<file path="src/logic/ca_types_pkg.sv">
// Data-path types for a fixed 4-lane, 40-bit build; change widths here only, no per-instance override
package ca_types_pkg;

  //////////////////////////////
  // Lane and FIFO geometry
  //////////////////////////////
  localparam int NUM_LANES        = 4;                // Lanes bonded into one beat
  localparam int BITS_PER_CHANNEL = 40;               // Marker bit plus payload
  localparam int AD_WIDTH         = 4;                // FIFO address bits
  localparam int FIFO_DEPTH       = 1 << AD_WIDTH;    // 16 entries per lane
  localparam int CNT_W            = AD_WIDTH + 1;     // Count must reach FIFO_DEPTH

  //////////////////////////////
  // Lane word and lane input
  //////////////////////////////
  typedef struct packed
  {
    logic                          marker;   // Alignment marker, MSB of the word
    logic [BITS_PER_CHANNEL-2:0]   payload;  // 39 data bits
  } lane_word_t;

  typedef struct packed
  {
    logic        valid;  // No back-pressure on this side
    lane_word_t  word;
  } lane_in_t;

  // Per-lane FIFO status
  typedef struct packed
  {
    logic full;      // Count at or above full_val
    logic pfull;     // Count at or above pfull_val
    logic empty;     // Count equal to empty_val
    logic pempty;    // Count at or below pempty_val
    logic overflow;  // One-cycle pulse, push dropped
  } lane_flags_t;

  // One word per lane, lane 0 in the low slot
  typedef lane_word_t [NUM_LANES-1:0] aligned_beat_t;

endpackage

</file>
<file path="src/logic/ca_regs_pkg.sv">
// Register map for a 4-bit APB address space; unmapped addresses read zero and ignore writes
package ca_regs_pkg;

  //////////////////////////////
  // Register addresses
  //////////////////////////////
  localparam logic [3:0] ADDR_CTRL   = 4'h0;  // enable, soft_reset
  localparam logic [3:0] ADDR_THRESH = 4'h4;  // Flag thresholds
  localparam logic [3:0] ADDR_STATUS = 4'h8;  // State, sticky overflow
  localparam logic [3:0] ADDR_FLAGS  = 4'hC;  // Live lane flags, read only

  // Threshold fields, same widths as the register bit fields
  typedef struct packed
  {
    logic [5:0] full_val;
    logic [5:0] pfull_val;
    logic [2:0] empty_val;
    logic [2:0] pempty_val;
  } thresh_t;

  // Value after rst
  localparam thresh_t THRESH_RST = '{full_val: 6'd16, pfull_val: 6'd12,
                                     empty_val: 3'd0, pempty_val: 3'd2};

  // Alignment FSM, encoding is visible in STATUS[1:0]
  typedef enum logic [1:0]
  {
    ST_IDLE    = 2'd0,
    ST_HUNT    = 2'd1,
    ST_ALIGNED = 2'd2,
    ST_ERROR   = 2'd3
  } align_state_e;

endpackage

</file>
<file path="src/logic/ca_apb_regs.sv">
// Zero-wait-state APB slave, no pready/pslverr; thresholds keep their value over a soft reset
`timescale 1ns/1ps

module ca_apb_regs
  import ca_types_pkg::*, ca_regs_pkg::*;
(
  input  logic                         com_clk,
  input  logic                         rst,
  input  logic [3:0]                   paddr,
  input  logic                         psel,
  input  logic                         penable,
  input  logic                         pwrite,
  input  logic [31:0]                  pwdata,
  output logic [31:0]                  prdata,
  input  align_state_e                 state,       // From the drain FSM
  input  lane_flags_t [NUM_LANES-1:0]  lane_flags,
  output logic                         enable,
  output logic                         soft_reset,  // One-cycle pulse
  output thresh_t                      thresh
);

  logic                 wr_en;       // Access phase of a write
  logic                 rd_en;
  logic [NUM_LANES-1:0] sticky_ovf;  // W1C per lane
  logic [NUM_LANES-1:0] ovf_now;
  logic [31:0]          flags_word;

  assign wr_en = psel & penable & pwrite;
  assign rd_en = psel & ~pwrite;     // Setup and access, prdata only sampled in access

  //////////////////////////////
  // Control register
  //////////////////////////////
  always_ff @(posedge com_clk)
  begin
    if (rst)
    begin
      enable     <= 1'b0;
      soft_reset <= 1'b0;
    end
    else
    begin
      soft_reset <= wr_en && (paddr == ADDR_CTRL) && pwdata[1];  // Self-clearing
      if (soft_reset)
        enable <= 1'b0;                                        // Soft reset drops enable
      else if (wr_en && (paddr == ADDR_CTRL))
        enable <= pwdata[0];
    end
  end

  // Thresholds, only rst restores defaults
  always_ff @(posedge com_clk)
  begin
    if (rst)
      thresh <= THRESH_RST;
    else if (wr_en && (paddr == ADDR_THRESH))
    begin
      thresh.full_val   <= pwdata[5:0];
      thresh.pfull_val  <= pwdata[13:8];
      thresh.empty_val  <= pwdata[18:16];
      thresh.pempty_val <= pwdata[26:24];
    end
  end

  //////////////////////////////
  // Status collection
  //////////////////////////////
  always_comb
  begin
    flags_word = '0;
    for (int i = 0; i < NUM_LANES; i++)
    begin
      ovf_now[i]            = lane_flags[i].overflow;
      flags_word[4*i +: 4]  = {lane_flags[i].pempty, lane_flags[i].empty,
                               lane_flags[i].pfull, lane_flags[i].full};  // full lowest
    end
  end

  // New overflow wins over a clear in the same cycle
  always_ff @(posedge com_clk)
  begin
    if (rst || soft_reset)
      sticky_ovf <= '0;
    else if (wr_en && (paddr == ADDR_STATUS))
      sticky_ovf <= (sticky_ovf & ~pwdata[8 +: NUM_LANES]) | ovf_now;
    else
      sticky_ovf <= sticky_ovf | ovf_now;
  end

  // Read mux
  always_comb
  begin
    prdata = '0;
    if (rd_en)
    begin
      case (paddr)
        ADDR_CTRL:
          prdata[0] = enable;          // soft_reset always reads 0
        ADDR_THRESH:
        begin
          prdata[5:0]   = thresh.full_val;
          prdata[13:8]  = thresh.pfull_val;
          prdata[18:16] = thresh.empty_val;
          prdata[26:24] = thresh.pempty_val;
        end
        ADDR_STATUS:
        begin
          prdata[1:0]           = state;
          prdata[8 +: NUM_LANES] = sticky_ovf;
        end
        ADDR_FLAGS:
          prdata = flags_word;
        default:
          prdata = '0;                 // Unmapped
      endcase
    end
  end

endmodule

</file>
<file path="src/logic/ca_rx_marker_detect.sv">
// Lock is per lane and only taken on a marker word; words before lock are lost, not buffered
`timescale 1ns/1ps

module ca_rx_marker_detect
  import ca_types_pkg::*;
(
  input  logic                        com_clk,
  input  logic                        rst,
  input  logic                        enable,
  input  logic                        soft_reset,
  input  lane_in_t   [NUM_LANES-1:0]  lane_in,
  output logic       [NUM_LANES-1:0]  push,      // Registered, one cycle after lane_in
  output lane_word_t [NUM_LANES-1:0]  wdata
);

  logic [NUM_LANES-1:0] locked;  // Lane has seen its first marker
  logic [NUM_LANES-1:0] take;    // Word goes to the FIFO

  // Accept once locked, or on the marker that takes the lock
  always_comb
  begin
    for (int i = 0; i < NUM_LANES; i++)
    begin
      take[i] = enable & lane_in[i].valid & (locked[i] | lane_in[i].word.marker);
    end
  end

  //////////////////////////////
  // Lock and push
  //////////////////////////////
  always_ff @(posedge com_clk)
  begin
    if (rst || soft_reset || !enable)
    begin
      locked <= '0;   // Disable restarts the hunt
      push   <= '0;
    end
    else
    begin
      locked <= locked | take;
      push   <= take;
    end
  end

  // Word register, loads only on an accepted word
  always_ff @(posedge com_clk)
  begin
    for (int i = 0; i < NUM_LANES; i++)
    begin
      if (take[i])
        wdata[i] <= lane_in[i].word;
    end
  end

endmodule

</file>
<file path="src/logic/ca_rx_align_fifo.sv">
// Single-clock FIFO, 16 deep; a push into a full FIFO is dropped even if a pop happens that cycle
`timescale 1ns/1ps

module ca_rx_align_fifo
  import ca_types_pkg::*, ca_regs_pkg::*;
(
  input  logic        com_clk,
  input  logic        rst,
  input  logic        soft_reset,
  input  logic        push,
  input  lane_word_t  wdata,
  input  logic        pop,
  output lane_word_t  rdata,     // Head word, shown ahead
  output logic        empty,     // True empty, not threshold based
  input  thresh_t     thresh,
  output lane_flags_t flags
);

  lane_word_t          mem [FIFO_DEPTH];  // Storage, no reset
  logic [AD_WIDTH-1:0] wr_ptr;
  logic [AD_WIDTH-1:0] rd_ptr;
  logic [CNT_W-1:0]    count;             // 0 to FIFO_DEPTH
  logic                full_int;
  logic                do_push;
  logic                do_pop;
  logic                ovf_q;

  assign full_int = (count == CNT_W'(FIFO_DEPTH));
  assign empty    = (count == '0);
  assign do_push  = push & ~full_int;   // Reject when full
  assign do_pop   = pop & ~empty;       // Underflow ignored
  assign rdata    = mem[rd_ptr];        // Combinational from storage

  //////////////////////////////
  // Storage write
  //////////////////////////////
  always_ff @(posedge com_clk)
  begin
    if (do_push)
      mem[wr_ptr] <= wdata;
  end

  //////////////////////////////
  // Pointers and count
  //////////////////////////////
  always_ff @(posedge com_clk)
  begin
    if (rst || soft_reset)
    begin
      wr_ptr <= '0;
      rd_ptr <= '0;
      count  <= '0;
      ovf_q  <= 1'b0;
    end
    else
    begin
      if (do_push)
        wr_ptr <= wr_ptr + 1'b1;  // Wraps at depth
      if (do_pop)
        rd_ptr <= rd_ptr + 1'b1;
      case ({do_push, do_pop})
        2'b10:   count <= count + 1'b1;
        2'b01:   count <= count - 1'b1;
        default: count <= count;        // Both or neither
      endcase
      ovf_q <= push & full_int;         // Dropped word
    end
  end

  //////////////////////////////
  // Threshold flags
  //////////////////////////////
  always_comb
  begin
    flags.full     = ({1'b0, count} >= thresh.full_val);
    flags.pfull    = ({1'b0, count} >= thresh.pfull_val);
    flags.empty    = (count == {2'b00, thresh.empty_val});
    flags.pempty   = (count <= {2'b00, thresh.pempty_val});
    flags.overflow = ovf_q;                // Pulse, one cycle after the drop
  end

endmodule

</file>
<file path="src/logic/ca_align_ctrl.sv">
// Lockstep drain of all lanes; ST_ERROR is left only through soft reset, enable alone does not
`timescale 1ns/1ps

module ca_align_ctrl
  import ca_types_pkg::*, ca_regs_pkg::*;
(
  input  logic                 com_clk,
  input  logic                 rst,
  input  logic                 enable,
  input  logic                 soft_reset,
  input  aligned_beat_t        head,       // Head word of every FIFO
  input  logic [NUM_LANES-1:0] empty,
  input  logic [NUM_LANES-1:0] overflow,
  output logic                 pop,        // Shared by all lanes
  output aligned_beat_t        out_beat,
  output logic                 out_valid,
  input  logic                 out_ready,
  output align_state_e         state
);

  align_state_e state_nxt;
  logic         all_filled;  // No lane empty
  logic         all_marked;  // Marker at every head
  logic         any_ovf;
  logic         out_free;    // Output reg empty or draining

  assign all_filled = ~|empty;
  assign any_ovf    = |overflow;
  assign out_free   = ~out_valid | out_ready;

  always_comb
  begin
    all_marked = 1'b1;
    for (int i = 0; i < NUM_LANES; i++)
    begin
      all_marked = all_marked & head[i].marker;
    end
  end

  //////////////////////////////
  // Next state and pop
  //////////////////////////////
  always_comb
  begin
    state_nxt = state;
    pop       = 1'b0;
    case (state)
      ST_IDLE:
        if (enable)
          state_nxt = ST_HUNT;
      ST_HUNT:
        if (any_ovf)
          state_nxt = ST_ERROR;
        else if (all_filled && all_marked)
        begin
          state_nxt = ST_ALIGNED;
          pop       = out_free;  // Marker beat leaves right away
        end
      ST_ALIGNED:
        if (any_ovf)
          state_nxt = ST_ERROR;   // No pop on the overflow cycle
        else
          pop = all_filled & out_free;
      default:
        state_nxt = ST_ERROR;     // ST_ERROR holds
    endcase
  end

  always_ff @(posedge com_clk)
  begin
    if (rst || soft_reset)
    begin
      state     <= ST_IDLE;
      out_valid <= 1'b0;
    end
    else
    begin
      state <= state_nxt;
      if (pop)
        out_valid <= 1'b1;
      else if (out_ready)
        out_valid <= 1'b0;         // Beat taken
    end
  end

  // Output beat, held until transfer
  always_ff @(posedge com_clk)
  begin
    if (pop)
      out_beat <= head;
  end

endmodule

</file>
<file path="src/logic/ca_rx_align_top.sv">
// All logic on com_clk, lane clocks already crossed upstream; lane_in has no back-pressure
`timescale 1ns/1ps

module ca_rx_align_top
  import ca_types_pkg::*, ca_regs_pkg::*;
(
  input  logic                      com_clk,
  input  logic                      rst,
  input  logic [3:0]                paddr,
  input  logic                      psel,
  input  logic                      penable,
  input  logic                      pwrite,
  input  logic [31:0]               pwdata,
  output logic [31:0]               prdata,
  input  lane_in_t [NUM_LANES-1:0]  lane_in,
  output aligned_beat_t             out_beat,
  output logic                      out_valid,
  input  logic                      out_ready
);

  logic                         enable;
  logic                         soft_reset;
  thresh_t                      thresh;
  align_state_e                 state;
  logic       [NUM_LANES-1:0]   push;
  lane_word_t [NUM_LANES-1:0]   wdata;
  aligned_beat_t                head;        // FIFO heads
  logic       [NUM_LANES-1:0]   fifo_empty;
  lane_flags_t [NUM_LANES-1:0]  lane_flags;
  logic       [NUM_LANES-1:0]   overflow;
  logic                         pop;

  //////////////////////////////
  // Register file
  //////////////////////////////
  ca_apb_regs i_ca_apb_regs
  (
    .com_clk    (com_clk),
    .rst        (rst),
    .paddr      (paddr),
    .psel       (psel),
    .penable    (penable),
    .pwrite     (pwrite),
    .pwdata     (pwdata),
    .prdata     (prdata),
    .state      (state),
    .lane_flags (lane_flags),
    .enable     (enable),
    .soft_reset (soft_reset),
    .thresh     (thresh)
  );

  // Marker hunt, feeds every FIFO
  ca_rx_marker_detect i_ca_rx_marker_detect
  (
    .com_clk    (com_clk),
    .rst        (rst),
    .enable     (enable),
    .soft_reset (soft_reset),
    .lane_in    (lane_in),
    .push       (push),
    .wdata      (wdata)
  );

  //////////////////////////////
  // One FIFO per lane
  //////////////////////////////
  for (genvar g = 0; g < NUM_LANES; g++)
  begin : g_lane
    ca_rx_align_fifo i_ca_rx_align_fifo
    (
      .com_clk    (com_clk),
      .rst        (rst),
      .soft_reset (soft_reset),
      .push       (push[g]),
      .wdata      (wdata[g]),
      .pop        (pop),          // Same pop for all lanes
      .rdata      (head[g]),
      .empty      (fifo_empty[g]),
      .thresh     (thresh),
      .flags      (lane_flags[g])
    );

    assign overflow[g] = lane_flags[g].overflow;
  end

  // Drain FSM
  ca_align_ctrl i_ca_align_ctrl
  (
    .com_clk    (com_clk),
    .rst        (rst),
    .enable     (enable),
    .soft_reset (soft_reset),
    .head       (head),
    .empty      (fifo_empty),
    .overflow   (overflow),
    .pop        (pop),
    .out_beat   (out_beat),
    .out_valid  (out_valid),
    .out_ready  (out_ready),
    .state      (state)
  );

endmodule

</file>
<file path="config.mk">
export PLATFORM = sky130hd
export DESIGN_NAME = ca_rx_align_top
export DESIGN_NICKNAME = d
export VERILOG_FILES = /design/src/logic/ca_types_pkg.sv /design/src/logic/ca_regs_pkg.sv /design/src/logic/ca_apb_regs.sv /design/src/logic/ca_rx_marker_detect.sv /design/src/logic/ca_rx_align_fifo.sv /design/src/logic/ca_align_ctrl.sv /design/src/logic/ca_rx_align_top.sv
export SDC_FILE = /design/constraint.sdc
export NUM_CORES = 2
export LEC_CHECK = 0
export ABC_AREA = 1
export BUFFER_PORTS_ARGS = -buffer_cell sky130_fd_sc_hd__buf_4
export CORE_MARGIN = 4
export CORE_UTILIZATION = 35
export DETAILED_ROUTE_END_ITERATION = 7
export HOLD_SLACK_MARGIN = 0.1
export PLACE_DENSITY = 0.58
export SLEW_MARGIN = 15
export SYNTH_ARGS = -nofsm -noshare
export SYNTH_HDL_FRONTEND = slang
export SYNTH_SLANG_ARGS = --single-unit
</file>
<file path="constraint.sdc">
create_clock -name com_clk -period 5.59 [get_ports com_clk]
set_clock_uncertainty 0.2 [all_clocks]
set_input_delay 0.8385 -clock com_clk [delete_from_list [all_inputs] [get_ports com_clk]]
set_output_delay 0.8385 -clock com_clk [all_outputs]
set_load 0.02 [all_outputs]
</file>
* After elaboration in Yosys (flattened, before gate mapping)
Memory sizes are Yosys's and may differ from the RTL's. A register that Yosys moved wholly into a read port is not among the register bits.
Cells that the tools add are included.
** Word-level totals
- Output and inout port bits :: 193
- Memory bits (read-only) :: 0
- Bits in latches :: 0
- Flip-flop bits (word level) :: 411
- Memory bits (writable) :: 2560
- Memories kept :: 4
** Memory list
- g_lane[0].i_ca_rx_align_fifo.mem :: words 16, bits a word 40, read ports 1, clocked after memory_dff 1, wr ports 1, line ca_rx_align_fifo.sv:19 : lane_word_t mem [FIFO_DEPTH];
- g_lane[1].i_ca_rx_align_fifo.mem :: words 16, bits a word 40, read ports 1, clocked after memory_dff 1, wr ports 1, line ca_rx_align_fifo.sv:19
- g_lane[2].i_ca_rx_align_fifo.mem :: words 16, bits a word 40, read ports 1, clocked after memory_dff 1, wr ports 1, line ca_rx_align_fifo.sv:19
- g_lane[3].i_ca_rx_align_fifo.mem :: words 16, bits a word 40, read ports 1, clocked after memory_dff 1, wr ports 1, line ca_rx_align_fifo.sv:19
** Operators by class
- Multiply operators :: 0
- Equality and inequality tests :: 24
- Order comparisons :: 12
- Bitwise gates (word level) :: 47
- Shift-type cells :: 0
- Add/sub/neg operators :: 16
- Reduce and logical (&&, ||, !) cells :: 24
- Divide/modulo/power cells :: 0
- Mux-type cells :: 42
** Operators with widths (number)
- 5-bit by 6-bit greater-or-equal comparator with 1-bit output :: 8
- 5-bit case mux with 2 select lines :: 4
- 4-bit two-way mux :: 9
- 4-bit by 1-bit adder with 4-bit output (second input constant) :: 8
- 1-bit AND :: 27
- 27-bit two-way mux :: 1
- 5-bit by 1-bit adder with 5-bit output (second input constant) :: 4
- 5-bit by 3-bit equality test with 1-bit output :: 4
- 5-bit equality test (second input constant) :: 4
- 5-bit by 3-bit <= comparator with 1-bit output :: 4
- 5-bit zero test :: 4
- 5-bit by 1-bit subtractor with 5-bit output (second input constant) :: 4
- 1-bit two-way mux :: 13
- 2-bit two-way mux :: 6
- 4-bit OR :: 3
- 4-bit case mux with 3 select lines :: 1
- 2-bit by 1-bit equality test with 1-bit output (second input constant) :: 5
- 2-bit equality test (second input constant) :: 5
- 1-bit inverter :: 10
- 2-bit nonzero test :: 5
- 4-bit equality test (second input constant) :: 2
- 4-bit case mux with 2 select lines :: 1
- 4-bit OR reduction :: 2
- 3-bit two-way mux :: 2
- 19 further kinds :: 29

* Longest topological paths before layout
- Depth after elaboration :: 10
- Depth in mapped cells :: 26

* Modules after synthesis
Synthesis repeated with hierarchy kept, for this count alone.
** Unflattened totals
- Cell total of the unflattened synthesis :: 8116
- Area total of the unflattened synthesis :: 118783.9 µm²
** By module, submodules not included
- ca_rx_align_fifo at g_lane[1].i_ca_rx_align_fifo ... :: area an instance 26766.9 µm², times used 2, cells an instance 1871, seq. area each 19578.8 µm²
- ca_rx_align_fifo at g_lane[0].i_ca_rx_align_fifo :: area an instance 26828.2 µm², times used 1, cells an instance 1871, seq. area each 19578.8 µm²
- ca_rx_align_fifo at g_lane[3].i_ca_rx_align_fifo :: area an instance 26764.4 µm², times used 1, cells an instance 1871, seq. area each 19578.8 µm²
- ca_align_ctrl :: area an instance 5148.7 µm², times used 1, cells an instance 214, seq. area each 4864.7 µm²
- ca_rx_marker_detect :: area an instance 5119.9 µm², times used 1, cells an instance 201, seq. area each 4964.8 µm²
- ca_apb_regs :: area an instance 1388.8 µm², times used 1, cells an instance 217, seq. area each 480.5 µm²

* Worst setup path after synthesis
Ideal clock, no wire load.
- Path type :: register to register
- Start :: register with a tool-made name
- End :: register, netlist name i_ca_align_ctrl.out_beat[0]
- Arrival time :: 4647 ps
- Stages on the path, launching flop included :: 13
- Library setup time :: 512 ps
- Required time :: 4878 ps
- Setup slack :: 231 ps
- Buffers on the path :: 2
- Cell sequence :: dfxtp_1 buf_2 nand2_1 nand3_1 nand3_1 nand3_1 nand3_1 nor2_2 nand3_2 nand2_4 nand2_2 clkbuf_1 inv_1

==> run_results.csv <==
group,metric,value,unit
finish,nNetsFinal,8908,
min_path,worstHoldEndpoint,"i_ca_rx_marker_detect.push[0]",
synth,avgSynthCellArea,14.25,sq um
synth,synth.yosys.seq_area_share,0.7688,
power,intPower,36.29,mW
clocking,clockBufferDepth,4,
sta,timing_max_transition_violations_final,0,
detailed_routing,first_iter_violations,6141,
synth,synth_top_cells_by_count,"2880 x edfxtp_1, 1191 x o21ai_0, 1104 x nor2_1",
run_status,outcome,"finished clean",
synth,yosys-top-cells-area,"edfxtp_1 75%, o21ai_0 5.2%, nor2_1 3.6%",
power,ir_worst_vdd,283.1,uV
detailed_routing,firstDrtPassIters,6,
clocking,cts-root-buf,"clkbuf_16",
critical_path,timing.critical_path.cells,"buf_4, nand2_1, nand2_1, nand2_1, nand3_1, nand3_1, nand2_1, nand2_1, nor2_2, nand3_2, nand2_4, nand2_2, inv_8, buf_4",
clocking,clock_sinks,2987,
detailed_routing,drtAntennaViolNets,0,
synth,synth-xor-area-share,0.001823,
floorplanning,design.die.area,338600,sq um
floorplanning,die_width,581.9,microns
clocking,numCtsBuffers,322,
place,place_congestion,0.7802,
power,comb_power_share,0.008,
clocking,clk_latency,910,ps
sta,achievable-frequency,208.0,MHz
synth,synth_fa_ha_area_frac,0.009552,
finish,final_core_utilization,0.4137,
place,hpwlAfterDp,161500,microns
synth,yosysWarnings,0,
power,clock_power_share,0.457,
power,power.leakage,44.22,nW
synth,asyncSetResetFlopFracSynth,0,
critical_path,path_depth,14,
floorplanning,ioPinCount,399,
sta,finalCriticalPeriod,4809,ps
floorplanning,dieHeight,581.9,microns
finish,instances_no_fill,13224,
floorplanning,core.rowCount,210,
clocking,clkSlewWorstSetupHoldPaths,60,ps
synth,synth_top_family_by_area,"compound AO/OA/AOI/OAI gates",
critical_path,crit_fanout,72,
sta,grt_setup_unrepaired,"false",
grt,grt.total_usage,0.1738,
sta,timing.final.hold_violations,0,
synth,syn_inst,8092,
place,io_buffer_count,374,
critical_path,worstRegToRegCells,14,
clocking,post-cts-setup-buffers,0,
synth,synth.lib_cells_used.distinct,42,
sta,max_slew.worst_pin.slew,1293,ps
power,power_frac_seq,0.535,
grt,pin_count_of_the_biggest_net_entering_global_routing,245,
critical_path,timing.critical_path.required,5890,ps
sta,worst_hold_slack,248.7,ps
min_path,worstHoldPathType,"input pin to register",
synth,synth_largest_area_cell,"edfxtp_1",
sta,timing.final.setup_violations,0,
synth,number_of_enable_type_register_cells_in_the_synthesized_netlist,2880,
place,dp.cells,12455,
clocking,htree_num_levels,5,
clocking,clock_tree_from_tritoncts,"built",
grt,wire_length_of_the_first_global_routing_pass,449400,microns
sta,setup_slack_after_layout,781.3,ps
grt,first_global_vias,69052,
critical_path,critical_path_buf_inv_count,3,
critical_path,timing.critical_path.arrival,5100,ps
finish,layout-area-overhead-vs-synth,17.58,%
detailed_routing,totalWireLength,306400,microns
synth,synthMuxAreaShare,0.01355,
critical_path,worstSetupPathType,"register to register",
floorplanning,initial_core_util,0.3518,
grt,antenna_found_initial,9,
sta,worst_slew_margin_rel,0.1383,
grt,grt_remaining_overflow,0,
critical_path,slowest_delay,610,ps
finish,drive_gt1_frac,0.1249,
synth,synthesis.area,115300,sq um
critical_path,r2r_end,"i_ca_align_ctrl.out_beat[96]",
power,switching_share,0.1982,
critical_path,worst_path_max_delay_cell,"buf_4",
critical_path,end_kind,"register",
place,dp_worst_setup_slack,716.0,ps
synth,synthSimpleGateAreaFrac,0.06108,
detailed_routing,routedWlPerCell,23.17,microns
synth,yosysMostFrequentCell,"edfxtp_1",
floorplanning,design.core.area,327700,sq um
min_path,worst_hold_startpoint,"lane_in[40]",
detailed_routing,remaining_drcs,0,
place,placed_cell_area,123400,sq um
detailed_routing,detailroute.via_count,70299,
sta,tns,0,ps
synth,synth_top_flop_cell,"edfxtp_1",
min_path,timing.hold.worst_path_depth,4,
critical_path,critical_path.top_delay_family,"buffers and inverters",
synth,synth_compound_area_frac,0.1160,
power,power.density_cell_area,334.0,nW/um^2
detailed_routing,route.detailed.vias_per_inst,5.316,
finish,post-route-cell-area,135500,sq um
sta,final_min_period_over_clock_period,0.8602,
clocking,total_of_cells_resized_after_clock_tree_synthesis,0,
critical_path,timing.critical_path.from_type,"register",
synth,ys_seq_elements,2987,
power,switching_power_total,8.971,mW
critical_path,r2r_setup_slack,780,ps
run,drv_cap,0,
power,report.power.total,45.27,mW
synth,synth_top_area_share,0.7502,
critical_path,cp_common_cell,"nand2_1",
power by group through the flow:
stage          registers, mW  logic [mW]  clock network (mW)
2_1_floorplan           24.7      0.0918                   0
3_3_place_gp            24.7       0.272                   0
3_5_place_dp            24.7       0.276                   0
4_1_cts                 24.2       0.386                21.1
5_1_grt                 24.2       0.408                22.1
6_report                24.2       0.380                20.7
cell type report:
type	count	area, sq um
well taps	4346	5438
inverters	335	1294
repair buffers	722	5961
flip-flops and latches	2987	88680
diodes	5	12.51
clock buffers	389	8403
clock inverters	194	1879
fillers	29431	192100
multi-input cells	4246	23880
layer usage:
metal	GRT usage	vias to the layer above	wire (microns)
met5	0	-	13
met3	0.01940	525	17140
met4	0.05667	2	9476
met1	0.2345	35686	130200
met2	0.2939	2419	149600
li1	-	31667	-
cell usage in the layout, fill, tap and decap left out, types with 5 or more instances in the layout:
| cell type | netlist | layout |
|---|---|---|
| a21boi_0 | 8 | 8 |
| a21oi_1 | 241 | 237 |
| buf_12 | 0 | 7 |
| buf_4 | 10 | 534 |
| bufinv_16 | 0 | 24 |
| clkbuf_1 | 463 | 61 |
| clkbuf_16 | 0 | 325 |
| clkinv_1 | 3 | 73 |
| clkinv_16 | 0 | 6 |
| clkinv_2 | 0 | 63 |
| clkinv_4 | 0 | 6 |
| clkinv_8 | 0 | 9 |
| clkinvlp_4 | 0 | 6 |
| conb_1 | 1 | 10 |
| dfxtp_1 | 107 | 91 |
| dfxtp_4 | 0 | 12 |
| diode_2 | 0 | 5 |
| dlygate4sd3_1 | 0 | 181 |
| edfxtp_1 | 2880 | 2880 |
| ha_1 | 88 | 88 |
| inv_1 | 325 | 315 |
| inv_16 | 0 | 6 |
| inv_2 | 7 | 11 |
| inv_6 | 0 | 5 |
| mux2i_1 | 156 | 156 |
| nand2_1 | 343 | 343 |
| nand3_1 | 259 | 259 |
| nand4_1 | 23 | 23 |
| nor2_1 | 1104 | 1035 |
| nor2_4 | 0 | 69 |
| nor3_1 | 14 | 12 |
| o211ai_1 | 257 | 257 |
| o21a_1 | 28 | 28 |
| o21ai_0 | 1191 | 1191 |
| o21ai_1 | 7 | 7 |
| o221ai_1 | 376 | 376 |
| o22ai_1 | 92 | 92 |
| xnor2_1 | 8 | 8 |
| xor2_1 | 16 | 16 |
flip-flops by register name (all words and copies together) (netlist names), named ones only:
name,cells
i_ca_apb_regs.thresh,18
g_lane.i_ca_rx_align_fifo.ovf_q,4
i_ca_align_ctrl.state,2
i_ca_apb_regs.soft_reset,1
g_lane.i_ca_rx_align_fifo.count,20
i_ca_rx_marker_detect.locked,4
i_ca_rx_marker_detect.push,4
g_lane.i_ca_rx_align_fifo.rd_ptr,16
i_ca_align_ctrl.out_valid,1
i_ca_apb_regs.enable,1
i_ca_align_ctrl.out_beat,160
i_ca_rx_marker_detect.wdata,160
g_lane.i_ca_rx_align_fifo.mem,2560
i_ca_apb_regs.sticky_ovf,4
g_lane.i_ca_rx_align_fifo.wr_ptr,16
what timing repair did:
item | 4_1_cts | 5_1_grt
hold buffers | 181 | 0
endpoints found under the setup margin | 0 | 0
endpoints found under the hold margin | 187 | 0
worst register-to-register path, cell delays in order (launching register included):
cell and delay (ps):
dfxtp_4 410, buf_4 610, nand2_1 140, nand2_1 120, nand2_1 50, nand3_1 90, nand3_1 90, nand2_1 100
nand2_1 170, nor2_2 280, nand3_2 130, nand2_4 170, nand2_2 290, inv_8 520, buf_4 1020
logic make-up after synthesis:
group | count (synthesis)
DFF | 2987
and+or+nand+nor | 1755
xor gates and xnor gates | 24
AOI/OAI and AO/OA | 2213
buffers and inverters | 868
adders and majority gates | 88
other | 1
muxes | 156
worst max-delay path by stage:
stage / endpoint / slack, ps
CTS: i_ca_align_ctrl.out_beat[106] / 700
global placement: i_ca_align_ctrl.out_beat[95] / 770
detailed placement: i_ca_align_ctrl.out_beat[95] / 720
finish: i_ca_align_ctrl.out_beat[96] / 780
floorplan: i_ca_align_ctrl.out_beat[0] / 230
global route: i_ca_align_ctrl.out_beat[106] / 530
No activity file was read; power rests on OpenSTA's default activity.
